### config.mk
export PLATFORM = sky130hd
export DESIGN_NAME = receiver_regmap_top
export DESIGN_NICKNAME = d
export VERILOG_FILES = /design/src/hdl/regmap_pkg.sv /design/src/hdl/receiver_regmap_top.sv /design/src/hdl/receiver_regmap.sv /design/src/hdl/regbus_arbiter.sv /design/src/hdl/axil_read_channel.sv /design/src/hdl/axil_write_channel.sv
export SDC_FILE = /design/constraint.sdc
export NUM_CORES = 1
export LEC_CHECK = 0
export ABC_CLOCK_PERIOD_IN_PS = 4400
export BUFFER_PORTS_ARGS = -buffer_cell sky130_fd_sc_hd__buf_2
export CORE_UTILIZATION = 42
export CTS_CLUSTER_SIZE = 16
export DETAILED_ROUTE_END_ITERATION = 8
export SYNTH_ARGS = -nofsm -noshare
export SYNTH_HDL_FRONTEND = slang
export SYNTH_SLANG_ARGS = --single-unit
### constraint.sdc
create_clock -name clk_i -period 4.4 [get_ports clk_i]
set_clock_uncertainty 0.2 [all_clocks]
set_input_delay 1.1 -clock clk_i [delete_from_list [all_inputs] [get_ports clk_i]]
set_output_delay 1.1 -clock clk_i [all_outputs]
set_load 0.1 [all_outputs]
### src/hdl/regmap_pkg.sv
`default_nettype none

package regmap_pkg;

    // width of the register word index, byte address bits [10:2]
    localparam int REG_INDEX_W = 9;

    // fixed register contents
    localparam logic [31:0] PCORE_VERSION = 32'h0004_0069;
    // ascii "RX~~"
    localparam logic [31:0] RX_SIGNATURE = 32'h5258_7E7E;
    localparam logic [31:0] RX_PATTERN = 32'h6969_6969;

    // one access on the internal register bus
    typedef struct packed {
        // high for a write, low for a read
        logic we;
        // word index into the register map
        logic [REG_INDEX_W-1:0] index;
        // write data, ignored on reads
        logic [31:0] wdata;
    } regbus_req_t;

    // completion of one register bus access
    typedef struct packed {
        // single cycle, one cycle after the request strobe
        logic ack;
        // read data, valid together with ack
        logic [31:0] rdata;
    } regbus_rsp_t;

    // receiver register map by word index
    typedef enum logic [REG_INDEX_W-1:0] {
        REG_VERSION = 9'd0,
        REG_ID = 9'd1,
        REG_SCRATCH = 9'd2,
        REG_SIGNATURE = 9'd3,
        REG_PATTERN = 9'd4,
        REG_FS_STATE = 9'd5,
        REG_RX_SIGNAL = 9'd6,
        REG_RX_CTRL = 9'd7
    } reg_index_e;

endpackage

`default_nettype wire
### src/hdl/receiver_regmap_top.sv
`timescale 1ns/10ps
`default_nettype none

module receiver_regmap_top #(
    parameter logic [31:0] ID = 32'd0,
    parameter int ADDRESS_WIDTH = 11
) (
    input  wire logic                     clk_i,
    input  wire logic                     reset_ni,

    // AXI-lite slave
    input  wire logic [ADDRESS_WIDTH-1:0] s_axi_awaddr_i,
    input  wire logic                     s_axi_awvalid_i,
    output logic                          s_axi_awready_o,
    input  wire logic [31:0]              s_axi_wdata_i,
    input  wire logic [3:0]               s_axi_wstrb_i,
    input  wire logic                     s_axi_wvalid_i,
    output logic                          s_axi_wready_o,
    output logic [1:0]                    s_axi_bresp_o,
    output logic                          s_axi_bvalid_o,
    input  wire logic                     s_axi_bready_i,
    input  wire logic [ADDRESS_WIDTH-1:0] s_axi_araddr_i,
    input  wire logic                     s_axi_arvalid_i,
    output logic                          s_axi_arready_o,
    output logic [31:0]                   s_axi_rdata_o,
    output logic [1:0]                    s_axi_rresp_o,
    output logic                          s_axi_rvalid_o,
    input  wire logic                     s_axi_rready_i,

    // receiver side
    input  wire logic [1:0]               fs_state_i,
    input  wire logic [31:0]              rx_signal_i,
    output logic [31:0]                   rx_ctrl_o
);

    import regmap_pkg::*;

    // front end to arbiter
    logic wr_req;
    regbus_req_t wr_bus;
    regbus_rsp_t wr_rsp;
    logic rd_req;
    regbus_req_t rd_bus;
    regbus_rsp_t rd_rsp;

    // arbiter to register map
    logic map_req;
    regbus_req_t map_bus;
    regbus_rsp_t map_rsp;

    axil_write_channel #(
        .ADDRESS_WIDTH(ADDRESS_WIDTH)
    ) i_write_channel (
        .clk_i(clk_i),
        .reset_ni(reset_ni),
        .awaddr_i(s_axi_awaddr_i),
        .awvalid_i(s_axi_awvalid_i),
        .awready_o(s_axi_awready_o),
        .wdata_i(s_axi_wdata_i),
        .wstrb_i(s_axi_wstrb_i),
        .wvalid_i(s_axi_wvalid_i),
        .wready_o(s_axi_wready_o),
        .bresp_o(s_axi_bresp_o),
        .bvalid_o(s_axi_bvalid_o),
        .bready_i(s_axi_bready_i),
        .bus_req_o(wr_req),
        .bus_o(wr_bus),
        .bus_rsp_i(wr_rsp)
    );

    axil_read_channel #(
        .ADDRESS_WIDTH(ADDRESS_WIDTH)
    ) i_read_channel (
        .clk_i(clk_i),
        .reset_ni(reset_ni),
        .araddr_i(s_axi_araddr_i),
        .arvalid_i(s_axi_arvalid_i),
        .arready_o(s_axi_arready_o),
        .rdata_o(s_axi_rdata_o),
        .rresp_o(s_axi_rresp_o),
        .rvalid_o(s_axi_rvalid_o),
        .rready_i(s_axi_rready_i),
        .bus_req_o(rd_req),
        .bus_o(rd_bus),
        .bus_rsp_i(rd_rsp)
    );

    regbus_arbiter i_arbiter (
        .clk_i(clk_i),
        .reset_ni(reset_ni),
        .wr_req_i(wr_req),
        .wr_bus_i(wr_bus),
        .wr_rsp_o(wr_rsp),
        .rd_req_i(rd_req),
        .rd_bus_i(rd_bus),
        .rd_rsp_o(rd_rsp),
        .map_req_o(map_req),
        .map_bus_o(map_bus),
        .map_rsp_i(map_rsp)
    );

    receiver_regmap #(
        .ID(ID)
    ) i_regmap (
        .clk_i(clk_i),
        .reset_ni(reset_ni),
        .req_i(map_req),
        .bus_i(map_bus),
        .rsp_o(map_rsp),
        .fs_state_i(fs_state_i),
        .rx_signal_i(rx_signal_i),
        .rx_ctrl_o(rx_ctrl_o)
    );

endmodule

`default_nettype wire

### src/hdl/receiver_regmap.sv
`timescale 1ns/10ps
`default_nettype none

module receiver_regmap #(
    parameter logic [31:0] ID = 32'd0
) (
    input  wire logic                     clk_i,
    input  wire logic                     reset_ni,

    // register bus, req_i is a single cycle strobe
    input  wire logic                     req_i,
    input  wire regmap_pkg::regbus_req_t  bus_i,
    output regmap_pkg::regbus_rsp_t       rsp_o,

    // receiver status
    input  wire logic [1:0]               fs_state_i,
    input  wire logic [31:0]              rx_signal_i,

    // receiver control
    output logic [31:0]                   rx_ctrl_o
);

    import regmap_pkg::*;

    logic ack_q;
    logic [31:0] rdata_q;
    logic [31:0] scratch_q;
    logic [31:0] rx_ctrl_q;

    // ack follows every strobe by one cycle, reads and writes alike
    always_ff @(posedge clk_i) begin
        if (!reset_ni) begin
            ack_q <= 1'b0;
        end else begin
            ack_q <= req_i;
        end
    end

    // read mux, registered so rdata lines up with ack
    always_ff @(posedge clk_i) begin
        if (req_i && !bus_i.we) begin
            case (bus_i.index)
                REG_VERSION: rdata_q <= PCORE_VERSION;
                REG_ID: rdata_q <= ID;
                REG_SCRATCH: rdata_q <= scratch_q;
                REG_SIGNATURE: rdata_q <= RX_SIGNATURE;
                REG_PATTERN: rdata_q <= RX_PATTERN;
                // frame sync state is two bits, zero extended
                REG_FS_STATE: rdata_q <= {30'd0, fs_state_i};
                REG_RX_SIGNAL: rdata_q <= rx_signal_i;
                REG_RX_CTRL: rdata_q <= rx_ctrl_q;
                // unmapped indices read as zero
                default: rdata_q <= 32'd0;
            endcase
        end
    end

    // only scratch and rx control are writable
    always_ff @(posedge clk_i) begin
        if (!reset_ni) begin
            scratch_q <= 32'd0;
            rx_ctrl_q <= 32'd0;
        end else if (req_i && bus_i.we) begin
            case (bus_i.index)
                REG_SCRATCH: scratch_q <= bus_i.wdata;
                REG_RX_CTRL: rx_ctrl_q <= bus_i.wdata;
                // read-only and unmapped indices drop the write
                default: begin
                end
            endcase
        end
    end

    assign rsp_o = '{ack: ack_q, rdata: rdata_q};
    assign rx_ctrl_o = rx_ctrl_q;

endmodule

`default_nettype wire

### src/hdl/regbus_arbiter.sv
`timescale 1ns/10ps
`default_nettype none

module regbus_arbiter (
    input  wire logic                     clk_i,
    input  wire logic                     reset_ni,

    // write front end
    input  wire logic                     wr_req_i,
    input  wire regmap_pkg::regbus_req_t  wr_bus_i,
    output regmap_pkg::regbus_rsp_t       wr_rsp_o,

    // read front end
    input  wire logic                     rd_req_i,
    input  wire regmap_pkg::regbus_req_t  rd_bus_i,
    output regmap_pkg::regbus_rsp_t       rd_rsp_o,

    // register map
    output logic                          map_req_o,
    output regmap_pkg::regbus_req_t       map_bus_o,
    input  wire regmap_pkg::regbus_rsp_t  map_rsp_i
);

    import regmap_pkg::*;

    typedef enum logic {
        OWN_WR,
        OWN_RD
    } owner_e;

    logic busy_q;
    // owner of the access in flight, last winner once the bus is idle
    owner_e owner_q;
    logic wr_elig;
    logic rd_elig;
    logic bus_free;
    logic grant;
    owner_e winner;

    // the owner's request is still high in its ack cycle, so it is masked
    assign wr_elig = wr_req_i && !(busy_q && owner_q == OWN_WR);
    assign rd_elig = rd_req_i && !(busy_q && owner_q == OWN_RD);

    // a new grant may go out on the edge that completes the current access
    assign bus_free = !busy_q || map_rsp_i.ack;

    always_comb begin
        grant = 1'b0;
        winner = owner_q;
        if (bus_free) begin
            if (wr_elig && rd_elig) begin
                // both pending, the side not granted last time goes first
                grant = 1'b1;
                winner = (owner_q == OWN_WR) ? OWN_RD : OWN_WR;
            end else if (wr_elig) begin
                grant = 1'b1;
                winner = OWN_WR;
            end else if (rd_elig) begin
                grant = 1'b1;
                winner = OWN_RD;
            end
        end
    end

    always_ff @(posedge clk_i) begin
        if (!reset_ni) begin
            busy_q <= 1'b0;
            // write goes first after reset
            owner_q <= OWN_RD;
            map_req_o <= 1'b0;
        end else begin
            // single cycle strobe per grant
            map_req_o <= grant;
            if (grant) begin
                busy_q <= 1'b1;
                owner_q <= winner;
            end else if (map_rsp_i.ack) begin
                busy_q <= 1'b0;
            end
        end
    end

    always_ff @(posedge clk_i) begin
        if (grant) begin
            map_bus_o <= (winner == OWN_WR) ? wr_bus_i : rd_bus_i;
        end
    end

    // ack only reaches the owner, rdata is shared
    assign wr_rsp_o = '{ack: map_rsp_i.ack && owner_q == OWN_WR, rdata: map_rsp_i.rdata};
    assign rd_rsp_o = '{ack: map_rsp_i.ack && owner_q == OWN_RD, rdata: map_rsp_i.rdata};

endmodule

`default_nettype wire

### src/hdl/axil_read_channel.sv
`timescale 1ns/10ps
`default_nettype none

module axil_read_channel #(
    parameter int ADDRESS_WIDTH = 11
) (
    input  wire logic                     clk_i,
    input  wire logic                     reset_ni,

    // read address channel
    input  wire logic [ADDRESS_WIDTH-1:0] araddr_i,
    input  wire logic                     arvalid_i,
    output logic                          arready_o,

    // read data channel
    output logic [31:0]                   rdata_o,
    output logic [1:0]                    rresp_o,
    output logic                          rvalid_o,
    input  wire logic                     rready_i,

    // register bus side
    output logic                          bus_req_o,
    output regmap_pkg::regbus_req_t       bus_o,
    input  wire regmap_pkg::regbus_rsp_t  bus_rsp_i
);

    import regmap_pkg::*;

    typedef enum logic [1:0] {
        ST_IDLE,
        ST_BUS,
        ST_RESP
    } state_e;

    state_e state_q;
    logic accept_q;
    logic [REG_INDEX_W-1:0] index_q;

    always_ff @(posedge clk_i) begin
        if (!reset_ni) begin
            state_q <= ST_IDLE;
            accept_q <= 1'b0;
        end else begin
            case (state_q)
                ST_IDLE: begin
                    // idle implies rvalid is low
                    if (accept_q) begin
                        accept_q <= 1'b0;
                        state_q <= ST_BUS;
                    end else if (arvalid_i) begin
                        accept_q <= 1'b1;
                    end
                end
                ST_BUS: begin
                    if (bus_rsp_i.ack) begin
                        state_q <= ST_RESP;
                    end
                end
                ST_RESP: begin
                    if (rready_i) begin
                        state_q <= ST_IDLE;
                    end
                end
                default: begin
                    state_q <= ST_IDLE;
                end
            endcase
        end
    end

    // address on acceptance, read data at ack, rdata holds through back-pressure
    always_ff @(posedge clk_i) begin
        if (state_q == ST_IDLE && accept_q) begin
            index_q <= araddr_i[REG_INDEX_W+1:2];
        end
        if (state_q == ST_BUS && bus_rsp_i.ack) begin
            rdata_o <= bus_rsp_i.rdata;
        end
    end

    assign arready_o = accept_q;

    assign bus_req_o = (state_q == ST_BUS);
    assign bus_o = '{we: 1'b0, index: index_q, wdata: 32'd0};

    assign rvalid_o = (state_q == ST_RESP);
    // always OKAY
    assign rresp_o = 2'b00;

endmodule

`default_nettype wire

### src/hdl/axil_write_channel.sv
`timescale 1ns/10ps
`default_nettype none

module axil_write_channel #(
    parameter int ADDRESS_WIDTH = 11
) (
    input  wire logic                     clk_i,
    input  wire logic                     reset_ni,

    // write address channel
    input  wire logic [ADDRESS_WIDTH-1:0] awaddr_i,
    input  wire logic                     awvalid_i,
    output logic                          awready_o,

    // write data channel
    input  wire logic [31:0]              wdata_i,
    // byte strobes are not supported, every write stores a full word
    input  wire logic [3:0]               wstrb_i,
    input  wire logic                     wvalid_i,
    output logic                          wready_o,

    // write response channel
    output logic [1:0]                    bresp_o,
    output logic                          bvalid_o,
    input  wire logic                     bready_i,

    // register bus side
    output logic                          bus_req_o,
    output regmap_pkg::regbus_req_t       bus_o,
    input  wire regmap_pkg::regbus_rsp_t  bus_rsp_i
);

    import regmap_pkg::*;

    typedef enum logic [1:0] {
        ST_IDLE,
        ST_BUS,
        ST_RESP
    } state_e;

    state_e state_q;
    // shared ready pulse for address and data
    logic accept_q;
    logic [REG_INDEX_W-1:0] index_q;
    logic [31:0] wdata_q;

    always_ff @(posedge clk_i) begin
        if (!reset_ni) begin
            state_q <= ST_IDLE;
            accept_q <= 1'b0;
        end else begin
            case (state_q)
                ST_IDLE: begin
                    if (accept_q) begin
                        // both valids are still high, transfer happens here
                        accept_q <= 1'b0;
                        state_q <= ST_BUS;
                    end else if (awvalid_i && wvalid_i) begin
                        accept_q <= 1'b1;
                    end
                end
                ST_BUS: begin
                    // hold the request level until the arbiter routes the ack back
                    if (bus_rsp_i.ack) begin
                        state_q <= ST_RESP;
                    end
                end
                ST_RESP: begin
                    // back-pressure, nothing new is accepted until bready
                    if (bready_i) begin
                        state_q <= ST_IDLE;
                    end
                end
                default: begin
                    state_q <= ST_IDLE;
                end
            endcase
        end
    end

    // latch index and data on the accepting edge
    always_ff @(posedge clk_i) begin
        if (state_q == ST_IDLE && accept_q) begin
            index_q <= awaddr_i[REG_INDEX_W+1:2];
            wdata_q <= wdata_i;
        end
    end

    assign awready_o = accept_q;
    assign wready_o = accept_q;

    assign bus_req_o = (state_q == ST_BUS);
    assign bus_o = '{we: 1'b1, index: index_q, wdata: wdata_q};

    assign bvalid_o = (state_q == ST_RESP);
    // always OKAY
    assign bresp_o = 2'b00;

endmodule

`default_nettype wire

==> metrics.yaml <==
sta:
  tns_ps: 0
  post-route-period-util: 0.668
  tightestPinTransition_ps: 1030
  slew_headroom: 0.313
  timing.fmax_ghz: 0.340
  rsz0062_at_grt: "no"
  final-setup-viol-count: 0
  min_period_ps: 2940
  worst_slack_ps: 1460
  hold_ws_ps: 217
  hold_viol_final: 0
  finalMaxSlewViolations: 0
grt:
  gr-total-overflow: 0
  track_usage: 0.162
  grt_max_degree: 76
  grt_pass1_vias: 5193
  grt_pass1_wl_mm: 27.3
  antenna_found_initial: 0
power_and_ir_drop:
  fin_total_pwr_mw: 4.62
  leakagePower_nw: 3.86
  seqPwrFrac: 0.525
  ir_drop_mv: 0.388
  power_frac_clock: 0.411
  power_density_nw_per_um2: 443
  combPwrFrac: 0.065
  swShare: 0.219
  p_sw_mw: 1.01
  intPower_mw: 3.61
finish:
  n_antenna_cell: 0
  final_net_count: 901
  post-route-util: 0.513
  drive_above_1_share: 0.295
  multi_input_area_um2: 2290
  fillers: 1797
  syn2layout_area_growth_pct: 19.6
  seq_area_um2: 6170
cts:
  clkLatencyLatePin_ps: 500
  cts_tree: "built"
  clk_pin_slew_ps: 60
  root_buffer: "clkbuf_16"
  cts.sinks: 230
  cts_buffers: 24
  cts_resized: 0
  post_cts_buffers: 0
  htree_num_levels: 1
  clk_path_buf_depth: 3
  cts_hold_buf: 0
routing:
  vias_per_cell: 4.90
  totalWireLength_mm: 17.2
  routedWlPerCell_um: 15.8
  drt-pass1-iter-count: 4
  drc: 0
  ant_nets: 0
  first_iter_violations: 305
  vias: 5340
worst_setup_path:
  reg2reg_slack_ps: 1500
  end_kind: "primary output"
  ff2ff_path_depth: 4
  critPathMaxFanout: 7
  worst-setup-path-type: "flop to primary output"
  cp_slowest_cell: "dfxtp_1"
  r2r_end: "i_regmap.rx_ctrl_o[4]"
  cp-start-kind: "flop"
  r2r_start: "i_arbiter.map_bus_o[33]"
  timing.critical_path.arrival_ps: 1640
  max_stage_delay_ps: 460
  crit_path_cell_trace: "nor2b_1 -> buf_2"
  cp.required_ps: 3100
place:
  port_buffers: 159
  gp_congestion: 0.824
  hpwl_mm: 12.0
  dp_slack_ps: 1510
synth:
  synth_seq_cells: 230
  syn_avg_cell_area_um2: 13.3
  yosysSeqAreaShare: 0.707
  yosys_warnings: 0
  syn_area_um2: 8720
  synth_cell_type_count: 45
  synth_cells: 656
worst_hold_path:
  holdPathStages: 0
  hold_start: "i_regmap.rdata_q[16]"
  min_to: "i_read_channel.rdata_o[16]"
  hold_path.class: "flop to flop"
die:
  start_util: 0.429
  io_pins: 172
  die_w_um: 146
  die_area_um2: 21300
  core_um2: 20300
  rows: 52
  die_h_um: 146
status:
  outcome: "finished, final reports clean"
job:
  cap_viol_max_count: 0
[cell usage in the layout (no fill, tap or decap), types with 11 or more instances in the layout]
cell type,count
buf_2,158
edfxtp_1,156
dfxtp_1,74
nand3_1,66
o21ai_1,53
nand2_1,45
and2_1,35
nor2_1,32
clkbuf_16,25
a21oi_1,21
o21ai_0,20
mux2i_1,17
mux2_2,12
o21ai_2,11
[state kept, by name, summed over array words and instances, names as in the netlist]
| signal | flops |
|---|---|
| i_arbiter.map_bus_o | 42 |
| i_read_channel.rdata_o | 32 |
| i_regmap.rdata_q | 32 |
| i_regmap.rx_ctrl_o | 32 |
| i_regmap.scratch_q | 32 |
| i_write_channel.wdata_q | 32 |
| i_read_channel.index_q | 9 |
| i_write_channel.index_q | 9 |
| i_read_channel.state_q | 2 |
| i_write_channel.state_q | 2 |
| i_arbiter.busy_q | 1 |
| i_arbiter.map_req_o | 1 |
| i_arbiter.owner_q | 1 |
| i_read_channel.arready_o | 1 |
| i_regmap.ack_q | 1 |
| i_write_channel.awready_o | 1 |
[how the worst max path moves through the flow]
stage                                           from                endpoint  slack, ps
after floorplan            i_read_channel.state_q[1]  i_arbiter.map_bus_o[0]        960
after global placement       i_arbiter.map_bus_o[33]   i_regmap.rx_ctrl_o[4]       1580
after detailed placement     i_arbiter.map_bus_o[33]   i_regmap.rx_ctrl_o[4]       1510
after CTS                 i_write_channel.state_q[1]          s_axi_bvalid_o       1450
after global routing         i_arbiter.map_bus_o[33]   i_regmap.rx_ctrl_o[3]       1270
final                     i_write_channel.state_q[1]          s_axi_bvalid_o       1460
[area by class of cell]
class                      count  area share
tap                          270      0.0324
multi-input combinational    375       0.220
sequential                   230       0.592
clock buffer                  30      0.0628
timing repair buffer         166      0.0816
inverter                       5     0.00180
clock inverter                14     0.00972
[routing by layer]
metal,track usage,vias up,part of all wire
met5,0,-,0
met4,0.0484,0,0.021
met3,0.0313,29,0.055
met2,0.259,151,0.46
met1,0.224,2456,0.47
li1,-,2704,-
[critical path: cells and delay by family (launching register included)]
| family | cells | cell delay [ps] |
|---|---|---|
| buffers and inverters | 1 | 450 |
| flip-flops | 1 | 460 |
| AND/OR/NAND/NOR | 1 | 220 |
[power groups by stage]
stage / registers (mW) / logic [mW] / clock network (mW)
2_1_floorplan: 2.48 / 0.200 / 0
3_3_place_gp: 2.47 / 0.294 / 0
3_5_place_dp: 2.47 / 0.302 / 0
4_1_cts: 2.42 / 0.303 / 1.94
5_1_grt: 2.43 / 0.328 / 2.03
6_report: 2.42 / 0.299 / 1.90
[cell families after synthesis]
kind of cell           Yosys count  share of synthesized area
buffers and inverters           54                     0.0349
flip-flops                     230                      0.707
AND/OR/NAND/NOR                201                      0.120
other                            1                   0.000430
multiplexers                    35                     0.0454
AO/OA/AOI/OAI                  135                     0.0923
[through the flow]
stage               cells  cell area, um^2
floorplan             659             8730
global placement     1046             9660
detailed placement   1046             9660
CTS                  1090            10400
global route         1090            10400
finish               1090            10400
[cells in the mapped netlist (all sizes together)]
cell	count	area, um^2
edfxtp	156	4680
o21ai	84	462
dfxtp	74	1480
nand3	66	330
nand2	45	169
and2	36	225
buf	35	230
nor2	33	126
a21oi	23	119
mux2	18	225
mux2i	17	170
clkbuf	14	55.1
a221oi	9	78.8
o22ai	8	50.1
a22o	6	52.6
inv	5	18.8
and2b	3	25.0
nor2b	3	18.8
nor3	3	15.0
nor3b	3	27.5
nor4	3	33.8
nand4	2	42.5
a2111oi	1	8.76
a2bb2oi	1	8.76
a311oi	1	8.76
a31o	1	8.76
and3	1	6.26
conb	1	3.75
nand2b	1	6.26
o211ai	1	7.51
or4	1	7.51
or4b	1	10.0
Power figures use the tool's default switching activity.
